`config.mk`:
```
export PLATFORM = sky130hd
export DESIGN_NAME = decode_top
export DESIGN_NICKNAME = d
export VERILOG_FILES = /design/src/rv_isa_pkg.sv /design/src/rv_ctrl_pkg.sv /design/src/fetch_if.sv /design/src/decode_top.sv /design/src/fetch_queue.sv /design/src/instr_decode.sv /design/src/instr_fetch.sv
export SDC_FILE = /design/constraint.sdc
export NUM_CORES = 1
export LEC_CHECK = 0
export BUFFER_PORTS_ARGS = -buffer_cell sky130_fd_sc_hd__buf_2
export CAP_MARGIN = 20
export CORE_ASPECT_RATIO = 0.75
export CORE_MARGIN = 1.5
export CORE_UTILIZATION = 49
export CTS_CLUSTER_DIAMETER = 60
export DETAILED_ROUTE_END_ITERATION = 8
export PLACE_DENSITY_LB_ADDON = 0.25
export SYNTH_ARGS = -nofsm -noshare
export SYNTH_HDL_FRONTEND = slang
export SYNTH_HIERARCHICAL = 1
export SYNTH_SLANG_ARGS = --single-unit
```
`constraint.sdc`:
```
create_clock -name clk -period 7.7 [get_ports clk]
set_input_delay 2.31 -clock clk [delete_from_list [all_inputs] [get_ports clk]]
set_output_delay 2.31 -clock clk [all_outputs]
set_load 0.02 [all_outputs]
```
`src/rv_isa_pkg.sv`:
```
package rv_isa_pkg;

    localparam int XLEN  = 32;
    localparam int REG_W = 5;

    // Instruction field positions
    localparam int OPCODE_W   = 7;
    localparam int FUNCT3_W   = 3;
    localparam int FUNCT7_W   = 7;
    localparam int RD_LSB     = 7;
    localparam int FUNCT3_LSB = 12;
    localparam int RS1_LSB    = 15;
    localparam int RS2_LSB    = 20;
    localparam int FUNCT7_LSB = 25;

    localparam logic [OPCODE_W-1:0] OPCODE_IMM    = 7'b0010011;
    localparam logic [OPCODE_W-1:0] OPCODE_LUI    = 7'b0110111;
    localparam logic [OPCODE_W-1:0] OPCODE_AUIPC  = 7'b0010111;
    localparam logic [OPCODE_W-1:0] OPCODE_OP     = 7'b0110011;
    localparam logic [OPCODE_W-1:0] OPCODE_JAL    = 7'b1101111;
    localparam logic [OPCODE_W-1:0] OPCODE_JALR   = 7'b1100111;
    localparam logic [OPCODE_W-1:0] OPCODE_BRANCH = 7'b1100011;
    localparam logic [OPCODE_W-1:0] OPCODE_LOAD   = 7'b0000011;
    localparam logic [OPCODE_W-1:0] OPCODE_STORE  = 7'b0100011;

    // ALU funct3, shared by OP and OP-IMM
    localparam logic [FUNCT3_W-1:0] F3_ADD  = 3'b000;
    localparam logic [FUNCT3_W-1:0] F3_SLL  = 3'b001;
    localparam logic [FUNCT3_W-1:0] F3_SLT  = 3'b010;
    localparam logic [FUNCT3_W-1:0] F3_SLTU = 3'b011;
    localparam logic [FUNCT3_W-1:0] F3_XOR  = 3'b100;
    localparam logic [FUNCT3_W-1:0] F3_SR   = 3'b101;
    localparam logic [FUNCT3_W-1:0] F3_OR   = 3'b110;
    localparam logic [FUNCT3_W-1:0] F3_AND  = 3'b111;

    localparam logic [FUNCT3_W-1:0] F3_BEQ  = 3'b000;
    localparam logic [FUNCT3_W-1:0] F3_BNE  = 3'b001;
    localparam logic [FUNCT3_W-1:0] F3_BLT  = 3'b100;
    localparam logic [FUNCT3_W-1:0] F3_BGE  = 3'b101;
    localparam logic [FUNCT3_W-1:0] F3_BLTU = 3'b110;
    localparam logic [FUNCT3_W-1:0] F3_BGEU = 3'b111;

    localparam logic [FUNCT3_W-1:0] F3_LB   = 3'b000;
    localparam logic [FUNCT3_W-1:0] F3_LH   = 3'b001;
    localparam logic [FUNCT3_W-1:0] F3_LW   = 3'b010;
    localparam logic [FUNCT3_W-1:0] F3_LBU  = 3'b100;
    localparam logic [FUNCT3_W-1:0] F3_LHU  = 3'b101;
    localparam logic [FUNCT3_W-1:0] F3_SB   = 3'b000;
    localparam logic [FUNCT3_W-1:0] F3_SH   = 3'b001;
    localparam logic [FUNCT3_W-1:0] F3_SW   = 3'b010;
    localparam logic [FUNCT3_W-1:0] F3_JALR = 3'b000;

    localparam logic [FUNCT7_W-1:0] FUNCT7_BASE = 7'b0000000;
    // Selects SUB and SRA
    localparam logic [FUNCT7_W-1:0] FUNCT7_ALT  = 7'b0100000;

endpackage

```
`src/rv_ctrl_pkg.sv`:
```
package rv_ctrl_pkg;
    import rv_isa_pkg::*;

    localparam int QUEUE_DEPTH = 4;
    localparam int QUEUE_PTR_W = $clog2(QUEUE_DEPTH);
    localparam int QUEUE_CNT_W = $clog2(QUEUE_DEPTH + 1);

    typedef enum logic [3:0] {
        ALU_NOP, ALU_ADD, ALU_SUB, ALU_OR, ALU_XOR, ALU_AND,
        ALU_SLT, ALU_SLTU, ALU_SLL, ALU_SRL, ALU_SRA
    } alu_funct_t;

    typedef enum logic [2:0] {
        BR_NOP, BR_BEQ, BR_BNE, BR_BLT, BR_BGE, BR_BLTU, BR_BGEU, BR_JUMP
    } br_funct_t;

    typedef enum logic [3:0] {
        MEM_NOP, MEM_LB, MEM_LH, MEM_LW, MEM_LBU, MEM_LHU, MEM_SB, MEM_SH, MEM_SW
    } mem_funct_t;

    // When the destination register becomes available
    typedef enum logic [1:0] {
        LOCKOUT_NONE, LOCKOUT_ALU, LOCKOUT_LOAD
    } lockout_t;

    typedef enum logic {
        SEL_REG, SEL_IMM
    } sel_t;

    typedef struct packed {
        logic             illegal;
        logic             use_rsj;
        logic             use_rsk;
        logic             use_rsd;
        lockout_t         rsd_lockout;
        alu_funct_t       alu_funct;
        sel_t             alu_sel_a;
        sel_t             alu_sel_b;
        logic [XLEN-1:0]  alu_immed_a;
        logic [XLEN-1:0]  alu_immed_b;
        br_funct_t        br_funct;
        sel_t             br_sel_a;
        logic [XLEN-1:0]  br_immed_a;
        logic [XLEN-1:0]  br_immed_b;
        mem_funct_t       mem_funct;
        logic [REG_W-1:0] rsj;
        logic [REG_W-1:0] rsk;
        logic [REG_W-1:0] rsd;
        logic [XLEN-1:0]  pc;
    } decoded_t;

endpackage

```
`src/fetch_if.sv`:
```
interface fetch_if;
    import rv_isa_pkg::*;

    logic            valid;
    logic            ready;
    logic [XLEN-1:0] instr;
    logic [XLEN-1:0] pc;

    modport source (
        output valid, instr, pc,
        input  ready
    );

    modport sink (
        input  valid, instr, pc,
        output ready
    );

endinterface

```
`src/decode_top.sv`:
```
module decode_top (
    input  logic                          clk,
    input  logic                          rst,
    input  logic                          redirect,
    input  logic [rv_isa_pkg::XLEN-1:0]   redirect_pc,
    output logic                          wb_cyc,
    output logic                          wb_stb,
    output logic [rv_isa_pkg::XLEN-1:0]   wb_adr,
    input  logic [rv_isa_pkg::XLEN-1:0]   wb_dat,
    input  logic                          wb_ack,
    output logic                          dec_valid,
    input  logic                          dec_ready,
    output logic                          illegal,
    output logic                          use_rsj,
    output logic                          use_rsk,
    output logic                          use_rsd,
    output rv_ctrl_pkg::lockout_t         rsd_lockout,
    output rv_ctrl_pkg::alu_funct_t       alu_funct,
    output rv_ctrl_pkg::sel_t             alu_sel_a,
    output rv_ctrl_pkg::sel_t             alu_sel_b,
    output logic [rv_isa_pkg::XLEN-1:0]   alu_immed_a,
    output logic [rv_isa_pkg::XLEN-1:0]   alu_immed_b,
    output rv_ctrl_pkg::br_funct_t        br_funct,
    output rv_ctrl_pkg::sel_t             br_sel_a,
    output logic [rv_isa_pkg::XLEN-1:0]   br_immed_a,
    output logic [rv_isa_pkg::XLEN-1:0]   br_immed_b,
    output rv_ctrl_pkg::mem_funct_t       mem_funct,
    output logic [rv_isa_pkg::REG_W-1:0]  rsj,
    output logic [rv_isa_pkg::REG_W-1:0]  rsk,
    output logic [rv_isa_pkg::REG_W-1:0]  rsd,
    output logic [rv_isa_pkg::XLEN-1:0]   dec_pc
);

    fetch_if fetch_q ();
    fetch_if queue_dec ();

    instr_fetch instr_fetch_i (
        .*,
        .out (fetch_q)
    );

    fetch_queue fetch_queue_i (
        .clk   (clk),
        .rst   (rst),
        .flush (redirect),
        .in    (fetch_q),
        .out   (queue_dec)
    );

    // Remaining decoder ports share their names with the top ports
    instr_decode instr_decode_i (
        .*,
        .flush (redirect),
        .in    (queue_dec)
    );

endmodule

```
`src/fetch_queue.sv`:
```
module fetch_queue (
    input  logic    clk,
    input  logic    rst,
    input  logic    flush,
    fetch_if.sink   in,
    fetch_if.source out
);
    import rv_isa_pkg::*;
    import rv_ctrl_pkg::*;

    logic [XLEN-1:0]        instr_mem [QUEUE_DEPTH];
    logic [XLEN-1:0]        pc_mem    [QUEUE_DEPTH];
    logic [QUEUE_PTR_W-1:0] wr_ptr;
    logic [QUEUE_PTR_W-1:0] rd_ptr;
    logic [QUEUE_CNT_W-1:0] count;
    logic                   push;
    logic                   pop;

    function automatic logic [QUEUE_PTR_W-1:0] next_ptr(input logic [QUEUE_PTR_W-1:0] p);
        if (p == QUEUE_PTR_W'(QUEUE_DEPTH - 1))
            return '0;
        return p + 1'b1;
    endfunction

    assign in.ready  = (count != QUEUE_CNT_W'(QUEUE_DEPTH));
    assign out.valid = (count != '0);
    assign out.instr = instr_mem[rd_ptr];
    assign out.pc    = pc_mem[rd_ptr];

    assign push = in.valid && in.ready;
    assign pop  = out.valid && out.ready;

    always_ff @(posedge clk) begin
        if (push) begin
            instr_mem[wr_ptr] <= in.instr;
            pc_mem[wr_ptr]    <= in.pc;
        end
    end

    // Flush drops everything, including a push or pop on the same edge
    always_ff @(posedge clk) begin
        if (rst || flush) begin
            wr_ptr <= '0;
            rd_ptr <= '0;
            count  <= '0;
        end else begin
            if (push)
                wr_ptr <= next_ptr(wr_ptr);
            if (pop)
                rd_ptr <= next_ptr(rd_ptr);
            case ({push, pop})
                2'b10:   count <= count + 1'b1;
                2'b01:   count <= count - 1'b1;
                default: count <= count;
            endcase
        end
    end

endmodule

```
`src/instr_decode.sv`:
```
module instr_decode (
    input  logic                          clk,
    input  logic                          rst,
    input  logic                          flush,
    fetch_if.sink                         in,
    output logic                          illegal,
    output logic                          use_rsj,
    output logic                          use_rsk,
    output logic                          use_rsd,
    output rv_ctrl_pkg::lockout_t         rsd_lockout,
    output rv_ctrl_pkg::alu_funct_t       alu_funct,
    output rv_ctrl_pkg::sel_t             alu_sel_a,
    output rv_ctrl_pkg::sel_t             alu_sel_b,
    output logic [rv_isa_pkg::XLEN-1:0]   alu_immed_a,
    output logic [rv_isa_pkg::XLEN-1:0]   alu_immed_b,
    output rv_ctrl_pkg::br_funct_t        br_funct,
    output rv_ctrl_pkg::sel_t             br_sel_a,
    output logic [rv_isa_pkg::XLEN-1:0]   br_immed_a,
    output logic [rv_isa_pkg::XLEN-1:0]   br_immed_b,
    output rv_ctrl_pkg::mem_funct_t       mem_funct,
    output logic [rv_isa_pkg::REG_W-1:0]  rsj,
    output logic [rv_isa_pkg::REG_W-1:0]  rsk,
    output logic [rv_isa_pkg::REG_W-1:0]  rsd,
    output logic [rv_isa_pkg::XLEN-1:0]   dec_pc,
    output logic                          dec_valid,
    input  logic                          dec_ready
);
    import rv_isa_pkg::*;
    import rv_ctrl_pkg::*;

    logic [XLEN-1:0]     instr;
    logic [OPCODE_W-1:0] opcode;
    logic [FUNCT3_W-1:0] funct3;
    logic [FUNCT7_W-1:0] funct7;
    logic                sign;
    logic [XLEN-1:0]     i_im;
    logic [XLEN-1:0]     s_im;
    logic [XLEN-1:0]     b_im;
    logic [XLEN-1:0]     u_im;
    logic [XLEN-1:0]     j_im;
    alu_funct_t          alu_f_imm;
    alu_funct_t          alu_f_op;
    br_funct_t           br_f;
    mem_funct_t          ld_f;
    mem_funct_t          st_f;
    decoded_t            dec_d;
    decoded_t            dec_q;

    assign instr  = in.instr;
    assign opcode = instr[OPCODE_W-1:0];
    assign funct3 = instr[FUNCT3_LSB +: FUNCT3_W];
    assign funct7 = instr[FUNCT7_LSB +: FUNCT7_W];
    assign sign   = instr[XLEN-1];

    assign i_im = {{20{sign}}, instr[31:20]};
    assign s_im = {{20{sign}}, instr[31:25], instr[11:7]};
    assign b_im = {{19{sign}}, instr[31], instr[7], instr[30:25], instr[11:8], 1'b0};
    assign u_im = {instr[31:12], 12'b0};
    assign j_im = {{11{sign}}, instr[31], instr[19:12], instr[20], instr[30:21], 1'b0};

    // Shift amounts overlap funct7 in OP-IMM so only shifts check it
    always_comb begin
        case (funct3)
            F3_ADD:  alu_f_imm = ALU_ADD;
            F3_SLT:  alu_f_imm = ALU_SLT;
            F3_SLTU: alu_f_imm = ALU_SLTU;
            F3_XOR:  alu_f_imm = ALU_XOR;
            F3_OR:   alu_f_imm = ALU_OR;
            F3_AND:  alu_f_imm = ALU_AND;
            F3_SLL:  alu_f_imm = (funct7 == FUNCT7_BASE) ? ALU_SLL : ALU_NOP;
            F3_SR: begin
                if (funct7 == FUNCT7_BASE)
                    alu_f_imm = ALU_SRL;
                else if (funct7 == FUNCT7_ALT)
                    alu_f_imm = ALU_SRA;
                else
                    alu_f_imm = ALU_NOP;
            end
            default: alu_f_imm = ALU_NOP;
        endcase
    end

    always_comb begin
        alu_f_op = ALU_NOP;
        if (funct7 == FUNCT7_BASE) begin
            case (funct3)
                F3_ADD:  alu_f_op = ALU_ADD;
                F3_SLL:  alu_f_op = ALU_SLL;
                F3_SLT:  alu_f_op = ALU_SLT;
                F3_SLTU: alu_f_op = ALU_SLTU;
                F3_XOR:  alu_f_op = ALU_XOR;
                F3_SR:   alu_f_op = ALU_SRL;
                F3_OR:   alu_f_op = ALU_OR;
                default: alu_f_op = ALU_AND;
            endcase
        end else if (funct7 == FUNCT7_ALT) begin
            if (funct3 == F3_ADD)
                alu_f_op = ALU_SUB;
            else if (funct3 == F3_SR)
                alu_f_op = ALU_SRA;
        end
    end

    always_comb begin
        case (funct3)
            F3_BEQ:  br_f = BR_BEQ;
            F3_BNE:  br_f = BR_BNE;
            F3_BLT:  br_f = BR_BLT;
            F3_BGE:  br_f = BR_BGE;
            F3_BLTU: br_f = BR_BLTU;
            F3_BGEU: br_f = BR_BGEU;
            default: br_f = BR_NOP;
        endcase
        case (funct3)
            F3_LB:   ld_f = MEM_LB;
            F3_LH:   ld_f = MEM_LH;
            F3_LW:   ld_f = MEM_LW;
            F3_LBU:  ld_f = MEM_LBU;
            F3_LHU:  ld_f = MEM_LHU;
            default: ld_f = MEM_NOP;
        endcase
        case (funct3)
            F3_SB:   st_f = MEM_SB;
            F3_SH:   st_f = MEM_SH;
            F3_SW:   st_f = MEM_SW;
            default: st_f = MEM_NOP;
        endcase
    end

    always_comb begin
        // Common case is an ALU add of two immediates writing rd
        dec_d             = '0;
        dec_d.use_rsd     = 1'b1;
        dec_d.rsd_lockout = LOCKOUT_ALU;
        dec_d.alu_funct   = ALU_ADD;
        dec_d.alu_sel_a   = SEL_IMM;
        dec_d.alu_sel_b   = SEL_IMM;
        dec_d.br_sel_a    = SEL_IMM;
        case (opcode)
            OPCODE_IMM: begin
                dec_d.use_rsj     = 1'b1;
                dec_d.alu_funct   = alu_f_imm;
                dec_d.alu_sel_a   = SEL_REG;
                dec_d.alu_immed_b = i_im;
                dec_d.illegal     = (alu_f_imm == ALU_NOP);
            end
            OPCODE_OP: begin
                dec_d.use_rsj   = 1'b1;
                dec_d.use_rsk   = 1'b1;
                dec_d.alu_funct = alu_f_op;
                dec_d.alu_sel_a = SEL_REG;
                dec_d.alu_sel_b = SEL_REG;
                dec_d.illegal   = (alu_f_op == ALU_NOP);
            end
            OPCODE_LUI: begin
                dec_d.alu_immed_b = u_im;
            end
            OPCODE_AUIPC: begin
                dec_d.alu_immed_a = in.pc;
                dec_d.alu_immed_b = u_im;
            end
            OPCODE_JAL: begin
                dec_d.alu_immed_a = in.pc;
                dec_d.alu_immed_b = XLEN'(4);
                dec_d.br_funct    = BR_JUMP;
                dec_d.br_immed_a  = in.pc;
                dec_d.br_immed_b  = j_im;
            end
            OPCODE_JALR: begin
                dec_d.use_rsj     = 1'b1;
                dec_d.alu_immed_a = in.pc;
                dec_d.alu_immed_b = XLEN'(4);
                dec_d.br_funct    = BR_JUMP;
                dec_d.br_sel_a    = SEL_REG;
                dec_d.br_immed_b  = i_im;
                dec_d.illegal     = (funct3 != F3_JALR);
            end
            OPCODE_BRANCH: begin
                dec_d.use_rsj     = 1'b1;
                dec_d.use_rsk     = 1'b1;
                dec_d.use_rsd     = 1'b0;
                dec_d.rsd_lockout = LOCKOUT_NONE;
                dec_d.alu_funct   = ALU_NOP;
                dec_d.br_funct    = br_f;
                dec_d.br_immed_a  = in.pc;
                dec_d.br_immed_b  = b_im;
                dec_d.illegal     = (br_f == BR_NOP);
            end
            OPCODE_LOAD: begin
                dec_d.use_rsj     = 1'b1;
                dec_d.rsd_lockout = LOCKOUT_LOAD;
                dec_d.alu_sel_a   = SEL_REG;
                dec_d.alu_immed_b = i_im;
                dec_d.mem_funct   = ld_f;
                dec_d.illegal     = (ld_f == MEM_NOP);
            end
            OPCODE_STORE: begin
                dec_d.use_rsj     = 1'b1;
                dec_d.use_rsk     = 1'b1;
                dec_d.use_rsd     = 1'b0;
                dec_d.rsd_lockout = LOCKOUT_NONE;
                dec_d.alu_sel_a   = SEL_REG;
                dec_d.alu_immed_b = s_im;
                dec_d.mem_funct   = st_f;
                dec_d.illegal     = (st_f == MEM_NOP);
            end
            default: dec_d.illegal = 1'b1;
        endcase
        // Illegal words carry no operation, only their indices and pc
        if (dec_d.illegal) begin
            dec_d         = '0;
            dec_d.illegal = 1'b1;
        end
        dec_d.rsj = instr[RS1_LSB +: REG_W];
        dec_d.rsk = instr[RS2_LSB +: REG_W];
        dec_d.rsd = instr[RD_LSB +: REG_W];
        dec_d.pc  = in.pc;
    end

    assign in.ready = !dec_valid || dec_ready;

    always_ff @(posedge clk) begin
        if (rst || flush)
            dec_valid <= 1'b0;
        else if (in.ready)
            dec_valid <= in.valid;
    end

    always_ff @(posedge clk) begin
        if (in.valid && in.ready)
            dec_q <= dec_d;
    end

    assign illegal     = dec_q.illegal;
    assign use_rsj     = dec_q.use_rsj;
    assign use_rsk     = dec_q.use_rsk;
    assign use_rsd     = dec_q.use_rsd;
    assign rsd_lockout = dec_q.rsd_lockout;
    assign alu_funct   = dec_q.alu_funct;
    assign alu_sel_a   = dec_q.alu_sel_a;
    assign alu_sel_b   = dec_q.alu_sel_b;
    assign alu_immed_a = dec_q.alu_immed_a;
    assign alu_immed_b = dec_q.alu_immed_b;
    assign br_funct    = dec_q.br_funct;
    assign br_sel_a    = dec_q.br_sel_a;
    assign br_immed_a  = dec_q.br_immed_a;
    assign br_immed_b  = dec_q.br_immed_b;
    assign mem_funct   = dec_q.mem_funct;
    assign rsj         = dec_q.rsj;
    assign rsk         = dec_q.rsk;
    assign rsd         = dec_q.rsd;
    assign dec_pc      = dec_q.pc;

endmodule

```
`src/instr_fetch.sv`:
```
module instr_fetch (
    input  logic                        clk,
    input  logic                        rst,
    input  logic                        redirect,
    input  logic [rv_isa_pkg::XLEN-1:0] redirect_pc,
    output logic                        wb_cyc,
    output logic                        wb_stb,
    output logic [rv_isa_pkg::XLEN-1:0] wb_adr,
    input  logic [rv_isa_pkg::XLEN-1:0] wb_dat,
    input  logic                        wb_ack,
    fetch_if.source                     out
);
    import rv_isa_pkg::*;

    typedef enum logic [1:0] {
        S_IDLE,
        S_WAIT,
        S_HOLD
    } state_t;

    state_t          state;
    logic [XLEN-1:0] pc;
    logic [XLEN-1:0] instr_q;
    logic [XLEN-1:0] pc_q;

    always_ff @(posedge clk) begin
        if (rst) begin
            state <= S_IDLE;
            pc    <= '0;
        end else if (redirect) begin
            // Abandon the bus cycle, a late ack then finds cyc low
            state <= S_IDLE;
            pc    <= redirect_pc;
        end else begin
            case (state)
                S_IDLE: begin
                    if (out.ready)
                        state <= S_WAIT;
                end
                S_WAIT: begin
                    if (wb_ack) begin
                        state <= S_HOLD;
                        pc    <= pc + XLEN'(4);
                    end
                end
                S_HOLD: begin
                    // Hand the word over and start the next read together
                    if (out.ready)
                        state <= S_WAIT;
                end
                default: state <= S_IDLE;
            endcase
        end
    end

    always_ff @(posedge clk) begin
        if (state == S_WAIT && wb_ack) begin
            instr_q <= wb_dat;
            pc_q    <= pc;
        end
    end

    assign wb_cyc    = (state == S_WAIT);
    assign wb_stb    = wb_cyc;
    assign wb_adr    = pc;
    assign out.valid = (state == S_HOLD);
    assign out.instr = instr_q;
    assign out.pc    = pc_q;

endmodule

```
-- Word-level counts from Yosys, hierarchy flattened
Memories as Yosys holds them, arrays and structs flattened. A register that Yosys moved wholly into a read port is not among the register bits.
Cells that the tools add are included.
- $add $sub $neg: 5
- equal/unequal tests: 26
- muxes and demuxes: 51
- bitwise gates (word level): 2
- reductions and logical operators: 35
- operator list (cell ; number):
    195-bit two-way mux ; 1
    32-bit two-way mux ; 5
    32-bit one-hot mux with 4 select lines ; 1
    32-bit one-hot mux with 3 select lines ; 1
    32-bit by 3-bit adder with 32-bit output (second input constant) ; 1
    4-bit one-hot mux with 8 select lines ; 1
    7-bit by 6-bit == test with 1-bit output (second input constant) ; 4
    4-bit two-way mux ; 7
    4-bit one-hot mux with 7 select lines ; 1
    4-bit one-hot mux with 3 select lines ; 2
    7-bit == test (second input constant) ; 3
    2-bit two-way mux ; 10
    3-bit one-hot mux with 6 select lines ; 1
    2-bit OR reduction ; 9
    4-bit logical NOT ; 4
    3-bit one-hot mux with 5 select lines ; 1
    7-bit by 5-bit == test with 1-bit output (second input constant) ; 2
    1-bit two-way mux ; 14
    3-bit == test (second input constant) ; 4
    3-bit one-hot mux with 2 select lines ; 2
    3-bit OR reduction ; 3
    2-bit == test (second input constant) ; 4
    2-bit one-hot mux with 2 select lines ; 2
    4-bit one-hot mux with 2 select lines ; 1
    other kinds (22) ; 35
- register bits after elaboration: 301
- bits in writable memories: 256
- output and inout port bits: 230
- word-level logic and storage cells: 148
- memories kept: 2
- memories (name ; depth ; width ; rd ports ; clocked after memory_dff ; wr ports ; RTL line ; RTL):
    fetch_queue_i.instr_mem ; 4 ; 32 ; 1 ; 1 ; 1 ; fetch_queue.sv:11 ; logic [XLEN-1:0] instr_mem [QUEUE_DEPTH];
    fetch_queue_i.pc_mem ; 4 ; 32 ; 1 ; 1 ; 1 ; fetch_queue.sv:12 ; logic [XLEN-1:0] pc_mem [QUEUE_DEPTH];

-- Depth between registers and ports, before layout
Gate-level depths: netlist (run 1).
- depth in word-level cells: 8
- depth in mapped cells: 12
- mapped depth without buffers: 9

-- Hierarchy
The synthesis (run 1) kept the hierarchy.
- by module, submodules not included (module ; instances ; cells each ; area each (µm²) ; seq. area each (µm²)):
    fetch_queue ; 1 ; 388 ; 9783.1 ; 7867.5
    instr_decode ; 1 ; 531 ; 7350.8 ; 5545.3
    instr_fetch ; 1 ; 314 ; 3960.0 ; 2602.5

-- Least setup slack after synthesis (run 1)
No wires, ideal clock.
- path type: in2reg
- from: input port dec_ready
- to: register instr_decode_i.dec_q (netlist bit instr_decode_i/alu_funct[0]), enable pin
- setup time: 0.567 ns
- data arrival time: 6.642 ns
- data required time: 7.133 ns
- path slack: 0.491 ns
- stages: 2
- buffers on the path: 0
- cells stage by stage: nand2b_1 and2_1
- longest elaborated chain between the ends: 2
- RTL lines (item ; RTL line ; RTL):
    start, declared ; decode_top.sv:12 ; input logic dec_ready,
    1-bit logical OR ; instr_decode.sv:220 ; assign in.ready = !dec_valid || dec_ready;
    1-bit logical AND ; instr_decode.sv:230 ; if (in.valid && in.ready)
    end signal, assigned ; instr_decode.sv:231 ; dec_q <= dec_d;
    end, declared ; instr_decode.sv:47 ; decoded_t dec_q;
No other way between the ends.
A chain may end at the register's enable or synchronous reset.

==> results of run 1 <==
## Yosys cell counts, drive strengths merged, types with 7 or more instances
cell type,number,area [um2]
nand2,83,319.1
nor2,112,420.4
a21oi,51,255.2
a311oi,9,78.83
inv,26,97.59
clkbuf,32,121.4
xnor2,15,131.4
or3,8,50.05
or4,8,60.06
nor4,14,93.84
and4,9,80.08
nand4,8,83.83
dfxtp,44,880.8
a22oi,9,67.56
o21ai,13,68.81
and3,23,143.9
nand3,21,105.1
buf,44,365.3
edfxtp,504,15130
nor3,26,135.1
a211oi,17,127.6
nor2b,7,43.79
mux4,64,1441
ha,7,87.58
## layer usage
metal / up-vias / wire [um] / global-route usage
li1: 5371 / - / -
met1: 5982 / 20500 / 0.3031
met2: 483 / 22380 / 0.3394
met3: 56 / 3107 / 0.03397
met4: 0 / 663 / 0.04149
met5: - / 0 / 0
## logic make-up (layout without fill, tap and decap cells)
family / after synthesis / count (layout) / share of synthesized area
AO/OA/AOI/OAI: 135 / 135 / 0.04318
XOR/XNOR: 19 / 19 / 0.007889
adder cells (fa/ha/maj): 8 / 8 / 0.005101
buffers and inverters: 103 / 429 / 0.02788
flip-flops: 548 / 548 / 0.7592
multiplexers: 69 / 69 / 0.07076
AND/OR/NAND/NOR: 351 / 351 / 0.08595
## cell type report
type                       instances  area (um2)
clock buffer                      72        1408
clock inverter                    22       195.2
fill                            3253       17700
inverter                          27       101.3
multi-input combinational        582        4536
sequential                       548       16020
tap                              569       711.9
timing repair buffer             308        1619
## layout by cell type (no fill, tap or decap), types with 9 or more instances in the layout
master	n
nand3_1	21
nand2_1	82
nor2_1	111
a311oi_1	9
nor4_1	13
buf_2	298
clkbuf_16	53
clkbuf_1	18
a21oi_1	50
edfxtp_1	504
dfxtp_1	42
xnor2_1	15
mux4_2	64
and3_1	19
nor3_1	24
a22oi_1	9
inv_1	26
o21ai_0	11
a211oi_1	17
## where the power goes
part	switching, mW	total (mW)	internal (mW)	leakage, nW
sequential	0.0422	3.30	3.26	5.08
clock	1.05	2.43	1.38	0.781
combinational	0.0826	0.131	0.0487	2.83
total	1.17	5.85	4.68	8.69
## sequential cells by signal, indices dropped and copies added (netlist names), 2 cells and up, named ones only
signal / count
fetch_queue_i/instr_mem: 128
fetch_queue_i/pc_mem: 128
instr_decode_i/alu_immed_a: 32
instr_decode_i/alu_immed_b: 32
instr_decode_i/br_immed_a: 32
instr_decode_i/dec_pc: 32
instr_fetch_i/out.instr: 32
instr_fetch_i/out.pc: 32
instr_fetch_i/wb_adr: 32
instr_decode_i/br_immed_b: 21
instr_decode_i/rsd: 5
instr_decode_i/rsj: 5
instr_decode_i/rsk: 5
instr_decode_i/alu_funct: 4
instr_decode_i/mem_funct: 4
fetch_queue_i/count: 3
instr_decode_i/br_funct: 3
fetch_queue_i/rd_ptr: 2
fetch_queue_i/wr_ptr: 2
instr_decode_i/rsd_lockout: 2
instr_fetch_i/state: 2
## worst max path at each step
stage	start	cells past startpoint	to	slack (ns)
floorplan	dec_ready	2	instr_decode_i/alu_funct[0]$_SDFFCE_PP0P_	0.49
global placement	flip-flop	7	instr_decode_i/alu_immed_b[4]$_SDFFCE_PP0P_	3.10
detailed placement	flip-flop	7	instr_decode_i/alu_immed_b[1]$_SDFFCE_PP0P_	3.04
CTS	flip-flop	7	instr_decode_i/alu_immed_b[1]$_SDFFCE_PP0P_	3.03
global route	flip-flop	7	instr_decode_i/alu_immed_b[1]$_SDFFCE_PP0P_	2.62
finish	flip-flop	7	instr_decode_i/alu_immed_b[1]$_SDFFCE_PP0P_	3.12
==> reports/results.ini, run 1 <==
[status]
status = complete, no violations

[placed_design]
post-dp-hpwl_um = 29300
gp_congestion = 0.8607
dpl.cell_count = 2032
pre_cts_slack_ns = 3.038
portBuffers = 298
placed_area_um2 = 22940

[critical_path]
worst_setup_path_end_kind = flip-flop
arrival_ns = 4.96
start_kind = flip-flop
crit_type = reg -> reg
max_stage_delay_ns = 0.79
r2r-end = instr_decode_i/alu_immed_b[1]$_SDFFCE_PP0P_
path_max_fanout = 38
critPathBufInv = 1
reg2regPathDepth = 7
cpMaxStageDelayCell = buf_4
worstPathRequired_ns = 8.08
r2r_setup_slack_ns = 3.12
cp_top_family = simple AND/OR/NAND/NOR gates
cp_cell_sequence = buf_4 > mux4_2 > nor4_1 > nand2_1 > o21ai_1 > nand4b_2 > nor3_1

[power]
power_density_nw_per_um2 = 238.1
max-vdd-ir-drop_uv = 163.8
totalPowerFinal_mw = 5.855
leakage_nw = 8.690

[min_path]
whs_path_depth = 0
holdPathEnd = instr_fetch_i/out.pc[0]$_DFFE_PP_
hold_start = instr_fetch_i/wb_adr[0]$_SDFFE_PP0P_
hold_path_class = reg -> reg

[logic_synthesis]
ys_types = 74
synth_area_um2 = 21090
yosys_warnings = 6
async_reset_ff_frac = 0
synthFlopType = edfxtp_1
seq_area_frac_synth = 0.7592
synth_edf_count = 504
synth_nets = 1310
netlist_instances = 1233
avgSynthCellArea_um2 = 17.11
synth_seq_cells = 548

[cells_and_area]
final_nets = 1596
drive_above_1_share = 0.3034
area_growth_pct = 16.59
fin_area_um2 = 24590
final_cells = 2128
final_util = 0.5815
diodes = 0

[sta]
max_slew_margin = 0.2064
tightest_slew_ns = 1.190
drv_slew = 0
fin_ws_ns = 3.121
setup_violations = 0
setup_tns_ns = 0
period_minus_slack_ns = 4.579
timing.final.crit_share = 0.5946
max_freq_ghz = 0.2184
rsz0062_at_grt = false
hold_viol = 0
fin_skew_ns = 0.01765
worst_hold_slack_ns = 0.4865

[detailed_routing]
drt_first_iter_violations = 1033
vias = 11890
firstDrtPassIters = 5
postRouteAntennaNets = 0
finalWirelength_um = 46650
wl_per_cell_um = 21.92
drc = 0
routed_via_density = 5.588

[grt]
grt_pass1_wl_um = 70390
grt_start_max_net_pins = 185
grt_overflow_total = 0
antenna_found_initial = 0
grtUsageTotal = 0.2091
grt_pass1_vias = 11540

[cts]
cts_setup_buffers = 0
ctsRootBufferMaster = clkbuf_16
clock-sinks = 548
cts_resized = 0
cts_made_buffers = 52
clk_transition_reported_paths_ns = 0.06
cts_hold_buf = 0
insertion_delay_ns = 0.57
cts_max_path_buffers = 3
cts_tree = built
cts_htree_levels = 2

[floorplan]
coreArea_um2 = 42290
die_w_um = 242.6
initial_core_util = 0.4988
die-area_um2 = 44320
num_io_pins = 299
rows = 65
dieHeight_um = 182.7

[run]
cap_violations = 0

(Power assumes the default switching activity.)
==> run 2, diff against run 1 <==
clock period = 3.75 ns   (was 7.7 ns; I/O delays follow)
==> reports/results.ini, run 2 (same netlist as run 1, synthesis figures left out) <==
[placed_design]
gp_congestion = 0.8377  ; -2.7%
portBuffers = 298  ; unchanged
post-dp-hpwl_um = 30050  ; +2.6%

[cts]
cts_made_buffers = 52  ; unchanged
insertion_delay_ns = 0.58  ; about the same
clock-sinks = 548  ; unchanged
cts_setup_buffers = 0  ; unchanged
ctsRootBufferMaster = clkbuf_16
cts_tree = built
cts_htree_levels = 2  ; unchanged
clk_transition_reported_paths_ns = 0.06  ; about the same
cts_max_path_buffers = 3  ; unchanged

[sta]
rsz0062_at_grt = false
timing.final.crit_share = 0.8839  ; +0.2892
tightest_slew_ns = 1.085  ; -0.1051 ns
max_slew_margin = 0.2765  ; +0.07008
hold_viol = 0  ; unchanged
period_minus_slack_ns = 3.314  ; -1.264 ns
fin_skew_ns = 0.01724  ; -0.0004102 ns
drv_slew = 0  ; unchanged
setup_tns_ns = 0  ; unchanged
worst_hold_slack_ns = 0.4626  ; -0.02396 ns
max_freq_ghz = 0.3017  ; +38%
setup_violations = 0  ; unchanged

[critical_path]
path_max_fanout = 29  ; -24%
r2r-end = instr_decode_i/alu_immed_b[4]$_SDFFCE_PP0P_
crit_type = reg -> reg
arrival_ns = 3.71  ; -1.25 ns
worstPathRequired_ns = 4.14  ; -3.94 ns
start_kind = flip-flop
reg2regPathDepth = 6  ; -1
r2r_setup_slack_ns = 0.44  ; -2.69 ns
worst_setup_path_end_kind = flip-flop

[detailed_routing]
drc = 0  ; unchanged
firstDrtPassIters = 5  ; unchanged
finalWirelength_um = 46730  ; +0.17%
wl_per_cell_um = 21.75  ; -0.81%
vias = 11980  ; +0.77%
drt_first_iter_violations = 884  ; -14%
routed_via_density = 5.576  ; -0.22%
postRouteAntennaNets = 0  ; unchanged

[min_path]
holdPathEnd = instr_fetch_i/out.pc[0]$_DFFE_PP_
hold_path_class = reg -> reg
hold_start = instr_fetch_i/wb_adr[0]$_SDFFE_PP0P_
whs_path_depth = 0  ; unchanged

[cells_and_area]
final_nets = 1613  ; +1.1%
layout_commonest_cell = edfxtp_1
diodes = 0  ; unchanged
multi_input_area_um2 = 4537  ; about the same
drive_above_1_share = 0.3196  ; +0.01622
area_growth_pct = 18.42
seq_area_um2 = 16020  ; unchanged
mostFrequentLayoutCells = edfxtp_1 (504), buf_2 (298), nor2_1 (111)
reg_top3 = fetch_queue_i/instr_mem: 128 flops, fetch_queue_i/pc_mem: 128 flops
nFillCells = 3197  ; -1.7%

[floorplan]
die_w_um = 242.6  ; unchanged
die-area_um2 = 44320  ; unchanged
dieHeight_um = 182.7  ; unchanged
num_io_pins = 299  ; unchanged
rows = 65  ; unchanged
initial_core_util = 0.4988  ; unchanged
coreArea_um2 = 42290  ; unchanged

[grt]
met3_usage = 0.03632  ; +0.002353
grtUsageTotal = 0.2076  ; -0.001473
grt_pass1_wl_um = 69790  ; -0.84%
grt_pass1_vias = 11460  ; -0.75%
grt_start_max_net_pins = 65  ; -65%
grt_overflow_total = 0  ; unchanged
use_met1 = 0.3008  ; -0.002286
met2_usage = 0.3324  ; -0.006991
top_usage_layer = met2
antenna_found_initial = 1  ; +1

[status]
status = complete, no violations

[power]
leakage_nw = 8.904  ; +2.5%
power_density_nw_per_um2 = 504.6  ; +110%
max-vdd-ir-drop_uv = 333.2  ; +100%

[run]
cap_violations = 0  ; unchanged

## run 2: changes by cell type in the layout (fill, tap and decap cells not counted), sizes merged
cell      previous run  this run
buf                308       325
bufinv               3        10
clkinv              14        21
inv                 31        30
clkbuf              72        61
clkinvlp             1         3
## run 2: power by group
group	leakage [nW]	switching [mW]	internal (mW)
Sequential	5.08	0.0833	6.68
Combinational	2.93	0.172	0.103
Clock	0.897	2.24	3.33
Total	8.90	2.49	10.1
## run 2: layout make-up
type	count	share of cell area
Clock inverter	37	0.01813
Multi-Input combinational cell	582	0.1816
Sequential cell	548	0.6415
Inverter	27	0.004057
Clock buffer	61	0.05510
Tap cell	569	0.02850
Timing Repair Buffer	325	0.07113
## run 2: worst max-delay path by stage
stage	from	to	cells after the start
4_1_cts	flip-flop	instr_decode_i/alu_immed_b[4]$_SDFFCE_PP0P_	6
3_5_place_dp	flip-flop	instr_decode_i/alu_immed_b[4]$_SDFFCE_PP0P_	6
2_1_floorplan	dec_ready	instr_decode_i/alu_funct[0]$_SDFFCE_PP0P_	2
3_3_place_gp	flip-flop	instr_decode_i/alu_immed_b[1]$_SDFFCE_PP0P_	6
5_1_grt	flip-flop	instr_decode_i/alu_immed_b[3]$_SDFFCE_PP0P_	6
6_report	flip-flop	instr_decode_i/alu_immed_b[4]$_SDFFCE_PP0P_	6
## run 2: routing by layer
layer / wire length, um / share of wire
met5: 0 / 0
met4: 897 / 0.019
met3: 3160 / 0.068
met2: 22100 / 0.47
met1: 20580 / 0.44
## run 2: metrics by stage
step	instances	util	power [mW]	worst slack (ns)	area (um2)
2_1_floorplan	1233	-	7.028	0.7441	21100
3_3_place_gp	2050	0.5465	7.166	0.2058	23110
3_5_place_dp	2050	0.5465	7.173	0.1425	23110
4_1_cts	2148	0.5898	12.73	0.1537	24940
5_1_grt	2149	0.5907	12.97	0.2111	24980
6_report	2149	0.5907	12.60	0.4356	24980
## run 2: timing repair
item	in CTS	in global routing
hold buffers	0	0
endpoints found under the setup margin	0	28
gates resized for setup	0	1
## run 2: critical path, stage by stage (launching register included)
cell and delay [ns]:
dfxtp_4 0.60, mux4_2 0.59, nor4_1 0.45, nand2_1 0.20, o21ai_1 0.47, nand4b_4 0.48, nor3_1 0.33
